`config.mk`:
```
export PLATFORM = sky130hd
export DESIGN_NAME = pmp_top
export DESIGN_NICKNAME = d
export VERILOG_FILES = /design/src/pmp_pkg.sv /design/src/lzc.sv /design/src/pmp_cfg_regs.sv /design/src/pmp_checker.sv /design/src/pmp_entry.sv /design/src/pmp_top.sv
export SDC_FILE = /design/constraint.sdc
export NUM_CORES = 1
export LEC_CHECK = 0
export BUFFER_PORTS_ARGS = -buffer_cell sky130_fd_sc_hd__buf_2
export CAP_MARGIN = 20
export CORE_MARGIN = 2
export CORE_UTILIZATION = 45
export CTS_CLUSTER_SIZE = 12
export DETAILED_ROUTE_END_ITERATION = 8
export HOLD_SLACK_MARGIN = 0.03
export MAX_ROUTING_LAYER = met4
export PLACE_DENSITY = 0.67
export SYNTH_ARGS = -nofsm -noshare
export SYNTH_HDL_FRONTEND = slang
export SYNTH_SLANG_ARGS = --single-unit
export TNS_END_PERCENT = 100
```
`constraint.sdc`:
```
create_clock -name clk_i -period 5.4 [get_ports clk_i]
set_input_delay 0.54 -clock clk_i [delete_from_list [all_inputs] [get_ports clk_i]]
set_output_delay 0.54 -clock clk_i [all_outputs]
set_load 0.01 [all_outputs]
```
`src/pmp_pkg.sv`:
```
// pmp_pkg: address-mode, access-type and privilege enums, pmpcfg byte field positions
package pmp_pkg;

    // A field of a pmpcfg byte
    // OFF disables the entry, TOR uses the previous pmpaddr as lower bound
    typedef enum logic [1:0] {
        OFF   = 2'b00,
        TOR   = 2'b01,
        NA4   = 2'b10,
        NAPOT = 2'b11
    } pmp_addr_mode_t;

    // kind of physical access being checked
    typedef enum logic [1:0] {
        ACC_READ  = 2'b00,
        ACC_WRITE = 2'b01,
        ACC_EXEC  = 2'b10
    } access_t;

    // privilege level of the requester, encoding as in the privileged spec
    // (2'b10 is reserved and never issued)
    typedef enum logic [1:0] {
        PRIV_U = 2'b00,
        PRIV_S = 2'b01,
        PRIV_M = 2'b11
    } priv_lvl_t;

    // bit positions inside one pmpcfg byte
    // read permission
    localparam int unsigned CFG_R    = 0;
    // write permission
    localparam int unsigned CFG_W    = 1;
    // execute permission
    localparam int unsigned CFG_X    = 2;
    // address matching mode, two bits wide
    localparam int unsigned CFG_A_LO = 3;
    localparam int unsigned CFG_A_HI = 4;
    // lock bit, also restricts machine mode
    localparam int unsigned CFG_L    = 7;

    // writable bits of a pmpcfg byte
    // bits 6:5 are reserved and always read as zero
    localparam logic [7:0] CFG_WMASK = 8'h9f;

endpackage

```
`src/lzc.sv`:
```
// lzc: leading or trailing zero counter built as a priority tree
`timescale 1ns/1ps

module lzc #(
    parameter int unsigned WIDTH = 32,
    // 0 counts trailing zeros, 1 counts leading zeros
    parameter bit          MODE  = 1'b0
) (
    input  logic [WIDTH-1:0]         in_i,
    output logic [$clog2(WIDTH)-1:0] cnt_o,
    output logic                     empty_o
);
    localparam int unsigned LEVELS = $clog2(WIDTH);
    // tree is balanced, so leaves are padded up to a power of two
    localparam int unsigned LEAVES = 2 ** LEVELS;
    localparam int unsigned NODES  = 2 * LEAVES - 1;

    // heap numbering, node n has children 2n+1 and 2n+2
    logic              vld_node [NODES];
    logic [LEVELS-1:0] idx_node [NODES];

    always_comb begin
        // leaves sit at the bottom of the heap
        for (int k = 0; k < LEAVES; k++) begin
            idx_node[LEAVES-1+k] = LEVELS'(k);
            if (k < WIDTH) begin
                // leading mode scans from the msb, so the input is mirrored
                vld_node[LEAVES-1+k] = MODE ? in_i[WIDTH-1-k] : in_i[k];
            end else begin
                vld_node[LEAVES-1+k] = 1'b0;
            end
        end
        // walk upwards, the lower index child wins
        for (int n = LEAVES - 2; n >= 0; n--) begin
            vld_node[n] = vld_node[2*n+1] | vld_node[2*n+2];
            if (vld_node[2*n+1]) begin
                idx_node[n] = idx_node[2*n+1];
            end else begin
                idx_node[n] = idx_node[2*n+2];
            end
        end
    end

    // count is only meaningful when some bit is set
    assign empty_o = ~vld_node[0];
    assign cnt_o   = empty_o ? '0 : idx_node[0];

endmodule

```
`src/pmp_cfg_regs.sv`:
```
// pmp_cfg_regs: pmpcfg and pmpaddr register bank with lock rules and read-back
`timescale 1ns/1ps

module pmp_cfg_regs #(
    parameter int unsigned PMP_LEN    = 32,
    parameter int unsigned NR_ENTRIES = 8,
    // index width, at least one bit
    localparam int unsigned IDX_W     = (NR_ENTRIES > 1) ? $clog2(NR_ENTRIES) : 1
) (
    input  logic                            clk_i,
    input  logic                            arst_n_i,
    // pmpcfg byte write
    input  logic                            cfg_we_i,
    input  logic [IDX_W-1:0]                cfg_idx_i,
    input  logic [7:0]                      cfg_wdata_i,
    // pmpaddr write
    input  logic                            addr_we_i,
    input  logic [IDX_W-1:0]                addr_idx_i,
    input  logic [PMP_LEN-1:0]              addr_wdata_i,
    // read-back
    input  logic [IDX_W-1:0]                rd_idx_i,
    output logic [7:0]                      cfg_rdata_o,
    output logic [PMP_LEN-1:0]              addr_rdata_o,
    // flat views for the checker
    output logic [8*NR_ENTRIES-1:0]         cfg_o,
    output logic [NR_ENTRIES*PMP_LEN-1:0]   pmpaddr_o
);
    logic [7:0]         cfg_q  [NR_ENTRIES];
    logic [PMP_LEN-1:0] addr_q [NR_ENTRIES];

    logic [NR_ENTRIES-1:0] cfg_locked;
    logic [NR_ENTRIES-1:0] addr_locked;

    always_comb begin
        for (int i = 0; i < NR_ENTRIES; i++) begin
            cfg_locked[i]  = cfg_q[i][pmp_pkg::CFG_L];
            addr_locked[i] = cfg_q[i][pmp_pkg::CFG_L];
            // a locked TOR entry above also guards this entry's address
            if (i + 1 < NR_ENTRIES) begin
                if (cfg_q[i+1][pmp_pkg::CFG_L] &&
                    pmp_pkg::pmp_addr_mode_t'(cfg_q[i+1][pmp_pkg::CFG_A_HI:pmp_pkg::CFG_A_LO])
                        == pmp_pkg::TOR) begin
                    addr_locked[i] = 1'b1;
                end
            end
        end
    end

    // indices beyond NR_ENTRIES hit no register and are dropped
    always_ff @(posedge clk_i or negedge arst_n_i) begin
        if (!arst_n_i) begin
            for (int i = 0; i < NR_ENTRIES; i++) begin
                cfg_q[i]  <= '0;
                addr_q[i] <= '0;
            end
        end else begin
            for (int i = 0; i < NR_ENTRIES; i++) begin
                if (cfg_we_i && cfg_idx_i == IDX_W'(i) && !cfg_locked[i]) begin
                    // reserved bits 6:5 are cleared on write
                    cfg_q[i] <= cfg_wdata_i & pmp_pkg::CFG_WMASK;
                end
                if (addr_we_i && addr_idx_i == IDX_W'(i) && !addr_locked[i]) begin
                    addr_q[i] <= addr_wdata_i;
                end
            end
        end
    end

    // read mux, unused indices return zero
    always_comb begin
        cfg_rdata_o  = '0;
        addr_rdata_o = '0;
        for (int i = 0; i < NR_ENTRIES; i++) begin
            if (rd_idx_i == IDX_W'(i)) begin
                cfg_rdata_o  = cfg_q[i];
                addr_rdata_o = addr_q[i];
            end
        end
    end

    for (genvar i = 0; i < NR_ENTRIES; i++) begin : g_flat
        assign cfg_o[8*i +: 8]                = cfg_q[i];
        assign pmpaddr_o[i*PMP_LEN +: PMP_LEN] = addr_q[i];

        // once locked, a byte stays as it is until reset
        a_lock_stable : assert property (
            @(posedge clk_i) disable iff (!arst_n_i)
            cfg_q[i][pmp_pkg::CFG_L] |=> $stable(cfg_q[i])
        ) else $error("pmp_cfg_regs: locked pmpcfg byte %0d changed", i);
    end

endmodule

```
`src/pmp_checker.sv`:
```
// pmp_checker: all PMP entries, lowest-index match selection and permission check
`timescale 1ns/1ps

module pmp_checker #(
    parameter int unsigned PLEN       = 34,
    parameter int unsigned PMP_LEN    = 32,
    parameter int unsigned NR_ENTRIES = 8
) (
    // clock and reset only sample the assertion
    input  logic                            clk_i,
    input  logic                            arst_n_i,
    input  logic [PLEN-1:0]                 addr_i,
    input  pmp_pkg::access_t                type_i,
    input  pmp_pkg::priv_lvl_t              priv_i,
    // one byte per entry, entry 0 in the low byte
    input  logic [8*NR_ENTRIES-1:0]         cfg_i,
    input  logic [NR_ENTRIES*PMP_LEN-1:0]   pmpaddr_i,
    output logic                            allow_o
);
    logic [NR_ENTRIES-1:0] match;
    logic                  any_match;
    logic [7:0]            win_cfg;
    logic                  perm;
    logic [NR_ENTRIES-1:0] first_hit;
    logic [7:0]            first_cfg;

    for (genvar i = 0; i < NR_ENTRIES; i++) begin : g_entry
        logic [PMP_LEN-1:0] prev_addr;

        // entry 0 has zero as its TOR lower bound
        if (i == 0) begin : g_first
            assign prev_addr = '0;
        end else begin : g_rest
            assign prev_addr = pmpaddr_i[(i-1)*PMP_LEN +: PMP_LEN];
        end

        pmp_entry #(
            .PLEN    (PLEN),
            .PMP_LEN (PMP_LEN)
        ) i_entry (
            .addr_i           (addr_i),
            .conf_addr_i      (pmpaddr_i[i*PMP_LEN +: PMP_LEN]),
            .conf_addr_prev_i (prev_addr),
            .conf_addr_mode_i (pmp_pkg::pmp_addr_mode_t'(
                                   cfg_i[8*i+pmp_pkg::CFG_A_HI : 8*i+pmp_pkg::CFG_A_LO])),
            .match_o          (match[i])
        );
    end

    // scan from the top so the lowest matching index is kept last
    always_comb begin
        any_match = 1'b0;
        win_cfg   = '0;
        for (int i = NR_ENTRIES - 1; i >= 0; i--) begin
            if (match[i]) begin
                any_match = 1'b1;
                win_cfg   = cfg_i[8*i +: 8];
            end
        end
    end

    // permission bit of the winner for this access kind
    always_comb begin
        case (type_i)
            pmp_pkg::ACC_READ:  perm = win_cfg[pmp_pkg::CFG_R];
            pmp_pkg::ACC_WRITE: perm = win_cfg[pmp_pkg::CFG_W];
            pmp_pkg::ACC_EXEC:  perm = win_cfg[pmp_pkg::CFG_X];
            default:            perm = 1'b0;
        endcase
    end

    always_comb begin
        if (!any_match) begin
            // no hit, only machine mode passes
            allow_o = (priv_i == pmp_pkg::PRIV_M);
        end else if (priv_i == pmp_pkg::PRIV_M && !win_cfg[pmp_pkg::CFG_L]) begin
            // M mode is bound only by locked entries
            allow_o = 1'b1;
        end else begin
            allow_o = perm;
        end
    end

    // lowest set bit of the match vector, isolated with the two's complement
    assign first_hit = match & (~match + NR_ENTRIES'(1));

    // byte of that entry, picked with a one-hot select
    always_comb begin
        first_cfg = '0;
        for (int i = 0; i < NR_ENTRIES; i++) begin
            if (first_hit[i]) begin
                first_cfg = first_cfg | cfg_i[8*i +: 8];
            end
        end
    end

    // the priority scan has to land on the lowest matching entry
    a_lowest_wins : assert property (
        @(posedge clk_i) disable iff (!arst_n_i)
        (match != '0) |-> (any_match && (win_cfg == first_cfg))
    ) else $error("pmp_checker: decision not taken from the lowest matching entry");

endmodule

```
`src/pmp_entry.sv`:
```
// pmp_entry: address match of one PMP entry in OFF, TOR, NA4 and NAPOT modes
`timescale 1ns/1ps

module pmp_entry #(
    parameter int unsigned PLEN    = 34,
    parameter int unsigned PMP_LEN = 32
) (
    // physical address of the access
    input  logic [PLEN-1:0]              addr_i,
    // this entry's pmpaddr and the one below it
    input  logic [PMP_LEN-1:0]           conf_addr_i,
    input  logic [PMP_LEN-1:0]           conf_addr_prev_i,
    input  pmp_pkg::pmp_addr_mode_t      conf_addr_mode_i,
    output logic                         match_o
);
    // wide enough for PMP_LEN + 3
    localparam int unsigned SW = $clog2(PMP_LEN + 4) + 1;

    logic [PMP_LEN-1:0]         conf_addr_n;
    logic [$clog2(PMP_LEN)-1:0] trail_ones;
    logic                       all_ones;
    logic [PLEN-1:0]            lo_bound;
    logic [PLEN-1:0]            hi_bound;
    logic [PLEN-1:0]            mask;
    logic [PLEN-1:0]            base;
    logic [SW-1:0]              size;

    // trailing ones of pmpaddr are the trailing zeros of its inverse
    assign conf_addr_n = ~conf_addr_i;

    lzc #(
        .WIDTH (PMP_LEN),
        .MODE  (1'b0)
    ) i_lzc (
        .in_i    (conf_addr_n),
        .cnt_o   (trail_ones),
        .empty_o (all_ones)
    );

    // pmpaddr holds byte address bits PLEN-1:2
    assign lo_bound = PLEN'({conf_addr_prev_i, 2'b00});
    assign hi_bound = PLEN'({conf_addr_i, 2'b00});

    always_comb begin
        size    = '0;
        mask    = '0;
        base    = '0;
        match_o = 1'b0;
        case (conf_addr_mode_i)
            pmp_pkg::TOR: begin
                // half-open range, empty when prev >= conf
                match_o = (addr_i >= lo_bound) && (addr_i < hi_bound);
            end
            pmp_pkg::NA4, pmp_pkg::NAPOT: begin
                if (conf_addr_mode_i == pmp_pkg::NA4) begin
                    size = SW'(2);
                end else if (all_ones) begin
                    // all ones covers the whole address space
                    size = SW'(PMP_LEN + 3);
                end else begin
                    size = SW'(trail_ones) + SW'(3);
                end
                // regions at least as large as the address space match everything
                if (size >= SW'(PLEN)) begin
                    mask = '0;
                end else begin
                    mask = {PLEN{1'b1}} << size;
                end
                base    = hi_bound & mask;
                match_o = (addr_i & mask) == base;
            end
            default: begin
                // OFF never matches
                match_o = 1'b0;
            end
        endcase
    end

endmodule

```
`src/pmp_top.sv`:
```
// pmp_top: PMP register bank, checker and registered check result
`timescale 1ns/1ps

module pmp_top #(
    parameter int unsigned PLEN       = 34,
    parameter int unsigned PMP_LEN    = 32,
    parameter int unsigned NR_ENTRIES = 8,
    localparam int unsigned IDX_W     = (NR_ENTRIES > 1) ? $clog2(NR_ENTRIES) : 1
) (
    input  logic                    clk_i,
    input  logic                    arst_n_i,
    // register write port
    input  logic                    cfg_we_i,
    input  logic [IDX_W-1:0]        cfg_idx_i,
    input  logic [7:0]              cfg_wdata_i,
    input  logic                    addr_we_i,
    input  logic [IDX_W-1:0]        addr_idx_i,
    input  logic [PMP_LEN-1:0]      addr_wdata_i,
    // read-back port
    input  logic [IDX_W-1:0]        rd_idx_i,
    output logic [7:0]              cfg_rdata_o,
    output logic [PMP_LEN-1:0]      addr_rdata_o,
    // check request
    input  logic                    check_valid_i,
    input  logic [PLEN-1:0]         check_addr_i,
    input  pmp_pkg::access_t        check_type_i,
    input  pmp_pkg::priv_lvl_t      check_priv_i,
    // check result, one cycle later
    output logic                    check_valid_o,
    output logic                    allow_o
);
    logic [8*NR_ENTRIES-1:0]       cfg;
    logic [NR_ENTRIES*PMP_LEN-1:0] pmpaddr;
    logic                          allow_comb;

    pmp_cfg_regs #(
        .PMP_LEN    (PMP_LEN),
        .NR_ENTRIES (NR_ENTRIES)
    ) i_regs (
        .clk_i        (clk_i),
        .arst_n_i     (arst_n_i),
        .cfg_we_i     (cfg_we_i),
        .cfg_idx_i    (cfg_idx_i),
        .cfg_wdata_i  (cfg_wdata_i),
        .addr_we_i    (addr_we_i),
        .addr_idx_i   (addr_idx_i),
        .addr_wdata_i (addr_wdata_i),
        .rd_idx_i     (rd_idx_i),
        .cfg_rdata_o  (cfg_rdata_o),
        .addr_rdata_o (addr_rdata_o),
        .cfg_o        (cfg),
        .pmpaddr_o    (pmpaddr)
    );

    // decision is combinational on the current register state
    pmp_checker #(
        .PLEN       (PLEN),
        .PMP_LEN    (PMP_LEN),
        .NR_ENTRIES (NR_ENTRIES)
    ) i_checker (
        .clk_i     (clk_i),
        .arst_n_i  (arst_n_i),
        .addr_i    (check_addr_i),
        .type_i    (check_type_i),
        .priv_i    (check_priv_i),
        .cfg_i     (cfg),
        .pmpaddr_i (pmpaddr),
        .allow_o   (allow_comb)
    );

    // result strobe, allow held low when no check is pending
    always_ff @(posedge clk_i or negedge arst_n_i) begin
        if (!arst_n_i) begin
            check_valid_o <= 1'b0;
            allow_o       <= 1'b0;
        end else begin
            check_valid_o <= check_valid_i;
            allow_o       <= check_valid_i & allow_comb;
        end
    end

endmodule

```
After elaboration in Yosys (flattened, before gate mapping)

Cells that the tools add are included.

Output and inout bits: 42
Bits of input ports: 92
Logic and storage cells: 809
Register bits after elaboration: 306

Equality and inequality tests: 56
Reduce and logical (&&, ||, !) cells: 76
Shift-type cells: 8
$add $sub $neg: 8
Order comparisons: 24
Muxes and demuxes: 346
Bitwise operators: 273

Operators with widths:

| cell                                                                | count |
|---|---|
| AND 34 bit                                                          | 16 |
| two-way mux 34 bit                                                  | 16 |
| == test 34 bit                                                      | 8 |
| less-than comparator 34 bit                                         | 8 |
| << shifter 34 x 7 -> 34 bit (first input constant)                  | 8 |
| two-way mux 32 bit                                                  | 8 |
| inverter 32 bit                                                     | 8 |
| bitwise OR 1 bit                                                    | 248 |
| greater-or-equal comparator 34 bit                                  | 7 |
| two-way mux 1 bit                                                   | 145 |
| two-way mux 2 bit                                                   | 64 |
| two-way mux 8 bit                                                   | 16 |
| two-way mux 3 bit                                                   | 32 |
| two-way mux 6 bit                                                   | 16 |
| two-way mux 5 bit                                                   | 16 |
| two-way mux 4 bit                                                   | 16 |
| greater-or-equal comparator 7 x 6 -> 1 bit (second input constant)  | 8 |
| two-way mux 7 bit                                                   | 8 |
| adder 5 x 2 -> 6 bit (second input constant)                        | 8 |
| logical AND 1 bit                                                   | 48 |
| == test 2 bit (second input constant)                               | 18 |
| == test 3 bit (second input constant)                               | 12 |
| greater-or-equal comparator 34 x 1 -> 1 bit (second input constant) | 1 |
| == test 2 x 1 -> 1 bit (second input constant)                      | 9 |
| other kinds (9)                                                     | 47 |

Logic depth before layout (Yosys ltp)

Depth in word-level cells: 30
Gate-level depth with buffers: 25
Depth with buffers taken out: 21

Modules after synthesis

Synthesis repeated with hierarchy kept, for this count alone.

Cells, all modules: 4368
Area, all modules: 37113.1 um^2

Modules (own cells, without submodules):

| module                                       | times used | cells each | area each (um^2) | seq. area each (um^2) |
|---|---|---|---|---|
| pmp_entry (i_checker.g_entry[0].i_entry ...) | 7          | 347        | 2434.8           | 0.0 |
| pmp_cfg_regs                                 | 1          | 1021       | 14411.3          | 7607.3 |
| lzc                                          | 8          | 62         | 339.1            | 0.0 |
| pmp_entry (i_checker.g_entry[7].i_entry)     | 1          | 367        | 2549.9           | 0.0 |
| pmp_checker                                  | 1          | 52         | 339.1            | 0.0 |
| pmp_top                                      | 1          | 3          | 56.3             | 50.0 |

Worst setup path after synthesis

Ideal clock, no wire load.

Path type: register to register
From: reg i_regs.addr_q, in the netlist i_regs.pmpaddr_o[0]
To: reg allow_o
Library setup time: 0.130 ns
Data arrival time: 4.745 ns
Slack: 0.525 ns
Period minus slack after synthesis: 4.875 ns
Required time: 5.270 ns
Path buffers: 0
Cell stages (with the launch flop): 21
Path through: dfrtp_1 > nand4_1 > or2_2 > a211o_1 > a32o_1 > nor2_1 > clkinv_1 > ha_1 > or4_1 > nand3_1 > nor2b_1 > a311o_1 > a2111oi_0 > o21ai_0 > o31ai_1 > a41oi_1 > nand2_1 > a221o_1 > a32o_1 > o31ai_1 > a31oi_1

Word-level cells in the longest chain between the ends: 23
Elaborated cells on any way between the ends: 39
Those cells by class: add/sub (1); order compare (3); eq/ne (1); shift (1); mux (20); bitwise (9); reduce/logical (4)

RTL lines:

| element                                                                       | line               | source |
|---|---|---|
| from (decl)                                                                   | pmp_cfg_regs.sv:29 | `logic [PMP_LEN-1:0] addr_q [NR_ENTRIES];` |
| from (signal, indexed assignment)                                             | pmp_cfg_regs.sv:63 | `addr_q[i] <= addr_wdata_i;` |
| parallel branches: the longest is 21 deep, another holds adder 5 x 2 -> 6 bit | n/a                |  |
| two-way mux 1 bit *                                                           | pmp_checker.sv:73  | `if (!any_match) begin` |
| AND 1 bit *                                                                   | pmp_top.sv:78      | `allow_o <= check_valid_i & allow_comb;` |
| to (signal assigned)                                                          | pmp_top.sv:78      |  |
| to (decl)                                                                     | pmp_top.sv:30      | `output logic allow_o` |

Mark *: on every way between the ends. The select of a mux whose other input is x is not followed.
A chain may end at the register's enable or synchronous reset.

Final worst setup path

From: reg i_regs.addr_q, in the netlist i_regs.pmpaddr_o[165]
To: reg allow_o

Word-level cells in the longest chain between the ends: 28
Elaborated cells on any way between the ends: 48
Those cells by class: add/sub (1); order compare (3); eq/ne (1); shift (1); mux (29); bitwise (9); reduce/logical (4)

RTL lines:

| element                                                                       | line |
|---|---|
| parallel branches: the longest is 26 deep, another holds adder 5 x 2 -> 6 bit | n/a |
| two-way mux 1 bit *                                                           | pmp_checker.sv:73 |
| AND 1 bit *                                                                   | pmp_top.sv:78 |

Marked as above.

==> results.yml <==
outcome:
  outcome: "complete, no violations"
routing:
  drt_iter0_markers: 5742
  dr.pass1.iters: 7
  num_vias: 34600
  drcViolationCount: 0
  via_per_inst: 6.66
  wl_per_cell_um: 29.3
  wl_mm: 152
  ant_nets: 0
timing:
  fin_skew_ns: 0.0254
  hold_viol: 0
  timing.hold.ws_ns: 0.0671
  max_slew.worst_pin.slew_ns: 1.16
  slew_viol_final: 0
  setup_viol: 0
  finalSetupTns_ns: 0
  slew_headroom_pct: 22.9
  finalCriticalPeriod_ns: 5.32
  min_period_over_period_pct: 98.5
  fmax_mhz: 188
setup_path:
  crit_path_frequent_cell: "a31oi_1"
  crit_path_max_incr_delay_ns: 0.54
  reg2reg_depth: 21
  critPathBufInv: 3
  cp_top_family: "compound AO/OA/AOI/OAI gates"
  arrival_ns: 5.79
  path_cells: "nand4_1 -> nor4_2 -> and2_4 -> a41oi_4 -> nand2_2 -> inv_1 -> ha_1 -> buf_4 -> xnor2_1 -> nor2_1 -> a31oi_1 -> o221ai_1 -> a2111oi_1 -> a31oi_1 -> o21bai_1 -> or2b_1 -> buf_4 -> o32a_1 -> a32o_1 -> o31ai_1 -> a31oi_1"
  required_ns: 5.87
  r2r_start: "i_regs.pmpaddr_o[165]$_DFFE_PN0P_"
  cp_slowest_cell: "a2111oi_1"
  reg2reg_to: "allow_o$_DFF_PN0_"
  crit_fanout: 5
  critPathLaunchType: "register"
  path_class: "reg2reg"
  regToRegSetupSlack_ns: 0.08
  worst_setup_path_end_kind: "register"
synthesis:
  avgSynthCellArea_um2: 7.95
  synthSimpleGateAreaFrac_pct: 20.2
  synthCells: 3900
  synthFlopType: "dfrtp_1"
  yosysWarnings: 0
  ys_top_cells_by_area: "dfrtp_1 (25%), ha_1 (11%), o21ai_0 (7.0%), nand2_1 (6.5%), xor2_1 (4.3%)"
  synth_top_area_cell: "dfrtp_1"
  yosysSeqAreaShare_pct: 24.7
  synth_top_family_by_area: "compound AO/OA/AOI/OAI gates"
  synthAdderAreaFrac_pct: 10.7
  synth_mux_area_share_pct: 5.60
  yosys.area.top_type_share_pct: 24.7
  synth_area_mm2: 0.0310
  synth-xor-area-share_pct: 7.73
  async_reset_ff_share_pct: 100
  synth_seq_cells: 306
  synth-edff-count: 0
  synth_cell_types: 119
  synth_compound_area_share_pct: 25.0
placed_design:
  dp_hpwl_mm: 122
  gp_routability_congestion: 1.10
  io_buffers: 129
  dp_cells: 5111
floorplan:
  boundaryPins: 134
  start_util_pct: 45.3
  core-area_mm2: 0.0685
  die_h_um: 267
  rows: 96
  fp.dieArea_mm2: 0.0710
  die_x_um: 267
global_routing:
  met2_usage_pct: 55.4
  grt.busiest_layer: "met1"
  grt_pass1_wl_mm: 217
  met1_usage_pct: 60.7
  grt-ovfl-total: 0
  grtUsageMet3_pct: 12.7
  antenna_found_initial: 3
  grt_pass1_vias: 31300
  grt_usage_pct: 43.2
  grt_start_max_net_pins: 148
clock_tree:
  clk_pin_slew_worst_paths_ns: 0.06
  cts_tree: "done"
  htreeDepth: 2
  clkLatencyLatePin_ns: 0.60
  cts_made_buffers: 40
  clock_path_buffers: 3
  cts-root-buf: "clkbuf_16"
  cts_sinks: 306
power_and_ir_drop:
  p_per_area_mw_per_mm2: 525
  switching_share_pct: 50.9
  p_leak_nw: 15.8
  p_clk_share_pct: 14.4
  p_switching_w: 0.00975
  peakVddDrop_uv: 322
  p_comb_share_pct: 62.0
  p_seq_share_pct: 23.6
  internal-power_w: 0.00940
layout:
  drive_gt1_share_pct: 17.8
  final_nets: 4635
  seq_area_mm2: 0.00766
  final-instance-count-excl-fill: 5192
  multi_input_area_mm2: 0.0217
  final_util_pct: 53.3
  area_growth_pct: 17.6
  fill_cells: 6543
min_path:
  holdPathStages: 1
  holdCritPathClass: "in2reg"
  min_from: "check_valid_i"
  hold_end: "check_valid_o$_DFF_PN0_"
run:
  maxCapViolCount: 0
[state kept, by name (all words and copies together) (netlist names)]
name and cells:
allow_o 1, i_regs.cfg_o 48, check_valid_o 1, i_regs.pmpaddr_o 256
[worst max-delay path by stage]
stage | start | endpoint | slack (ns) | depth (start not counted)
4_1_cts | i_regs.pmpaddr_o[236]$_DFFE_PN0P_ | allow_o$_DFF_PN0_ | 0.02 | 20
6_report | i_regs.pmpaddr_o[165]$_DFFE_PN0P_ | allow_o$_DFF_PN0_ | 0.08 | 21
5_1_grt | i_regs.pmpaddr_o[235]$_DFFE_PN0P_ | allow_o$_DFF_PN0_ | -0.04 | 21
3_5_place_dp | i_regs.pmpaddr_o[236]$_DFFE_PN0P_ | allow_o$_DFF_PN0_ | 0.04 | 20
3_3_place_gp | i_regs.pmpaddr_o[236]$_DFFE_PN0P_ | allow_o$_DFF_PN0_ | 0.05 | 20
2_1_floorplan | i_regs.pmpaddr_o[0]$_DFFE_PN0P_ | allow_o$_DFF_PN0_ | 0.53 | 20
[power by group through the flow]
stage	logic [W]	clock network (W)	registers, W
after CTS	0.0113	0.00276	0.00444
after global routing	0.0127	0.00285	0.00460
final	0.0119	0.00276	0.00451
after detailed placement	0.0112	0	0.00446
after global placement	0.0111	0	0.00444
after floorplan	0.00633	0	0.00428
[synth_stat cells (34+ instances only)]
cell type  number
nor3_1         53
clkbuf_1      120
xnor2_1       118
o21ai_0       436
ha_1          263
dfrtp_1       306
inv_1         291
and4_1         49
o211ai_1       43
a31oi_1        41
nand2b_1       46
a211oi_1       34
nand4_1       136
nand3_1        67
mux2i_1        43
nand2_1       535
xor2_1        152
nor2_1        174
mux2_2         50
a21oi_1       207
a21o_1         71
[cells in the final DEF, fill, tap and decap left out, types with 39 or more instances in the layout]
| cell | netlist | routed |
|---|---|---|
| a21o_1 | 71 | 71 |
| dfrtp_1 | 306 | 300 |
| a21oi_1 | 207 | 206 |
| o21ai_0 | 436 | 434 |
| xor2_1 | 152 | 152 |
| mux2_2 | 50 | 50 |
| clkbuf_16 | 0 | 41 |
| buf_2 | 8 | 127 |
| nor2_1 | 174 | 171 |
| xnor2_1 | 118 | 116 |
| nand2_1 | 535 | 535 |
| a31oi_1 | 41 | 39 |
| o211ai_1 | 43 | 43 |
| buf_4 | 7 | 390 |
| nor3_1 | 53 | 50 |
| ha_1 | 263 | 262 |
| nand2b_1 | 46 | 46 |
| inv_1 | 291 | 291 |
| nand3_1 | 67 | 67 |
| nand4_1 | 136 | 136 |
| and4_1 | 49 | 48 |
| mux2i_1 | 43 | 43 |
[logic make-up (layout without fill, tap and decap cells)]
kind of cell / after synthesis / in the layout
and+or+nand+nor: 1254 / 1254
AOI/OAI and AO/OA: 1195 / 1195
buffers and inverters: 481 / 888
DFF: 306 / 306
xor gates and xnor gates: 272 / 272
adders and majority gates: 265 / 265
muxes: 126 / 126
other: 1 / 4
[routing by layer]
metal	up-vias	wire [µm]
met2	2547	56900
met5	-	0
met1	16400	64500
li1	15100	-
met4	0	9810
met3	503	21000
[cell type report]
| type | count | share of cell area, % |
|---|---|---|
| multi-input combinational | 3114 | 59.3 |
| antenna | 2 | 0.0137 |
| clock buffer | 58 | 3.23 |
| tap | 882 | 3.02 |
| timing repair buffer | 522 | 10.0 |
| clock inverter | 12 | 0.339 |
| inverter | 296 | 3.04 |
| sequential | 306 | 21.0 |
[worst register-to-register path, delay by kind of cell, from the launching register on]
kind | cells | cell delay [ns]
adders and majority gates | 1 | 0.21
buffers and inverters | 3 | 0.37
and+or+nand+nor | 6 | 1.67
AOI/OAI and AO/OA | 10 | 2.15
DFF | 1 | 0.48
xor gates and xnor gates | 1 | 0.29
[timing repair]
action	in CTS	in global routing
buffers inserted	0	8
endpoints found under the hold margin	20	0
resized for setup	0	31
setup endpoints to repair	0	1
hold buffers	1	0
[per-stage QoR]
| step | power, W | setup slack, ns | instance area [µm²] |
|---|---|---|---|
| 2_1_floorplan | 0.0106 | 0.525 | 31000 |
| 6_report | 0.0191 | 0.0814 | 36500 |
| 5_1_grt | 0.0201 | -0.0401 | 36500 |
| 4_1_cts | 0.0185 | 0.0218 | 36300 |
| 3_5_place_dp | 0.0157 | 0.0438 | 35000 |
| 3_3_place_gp | 0.0156 | 0.0493 | 35000 |
Power figures use the tool's default switching activity.
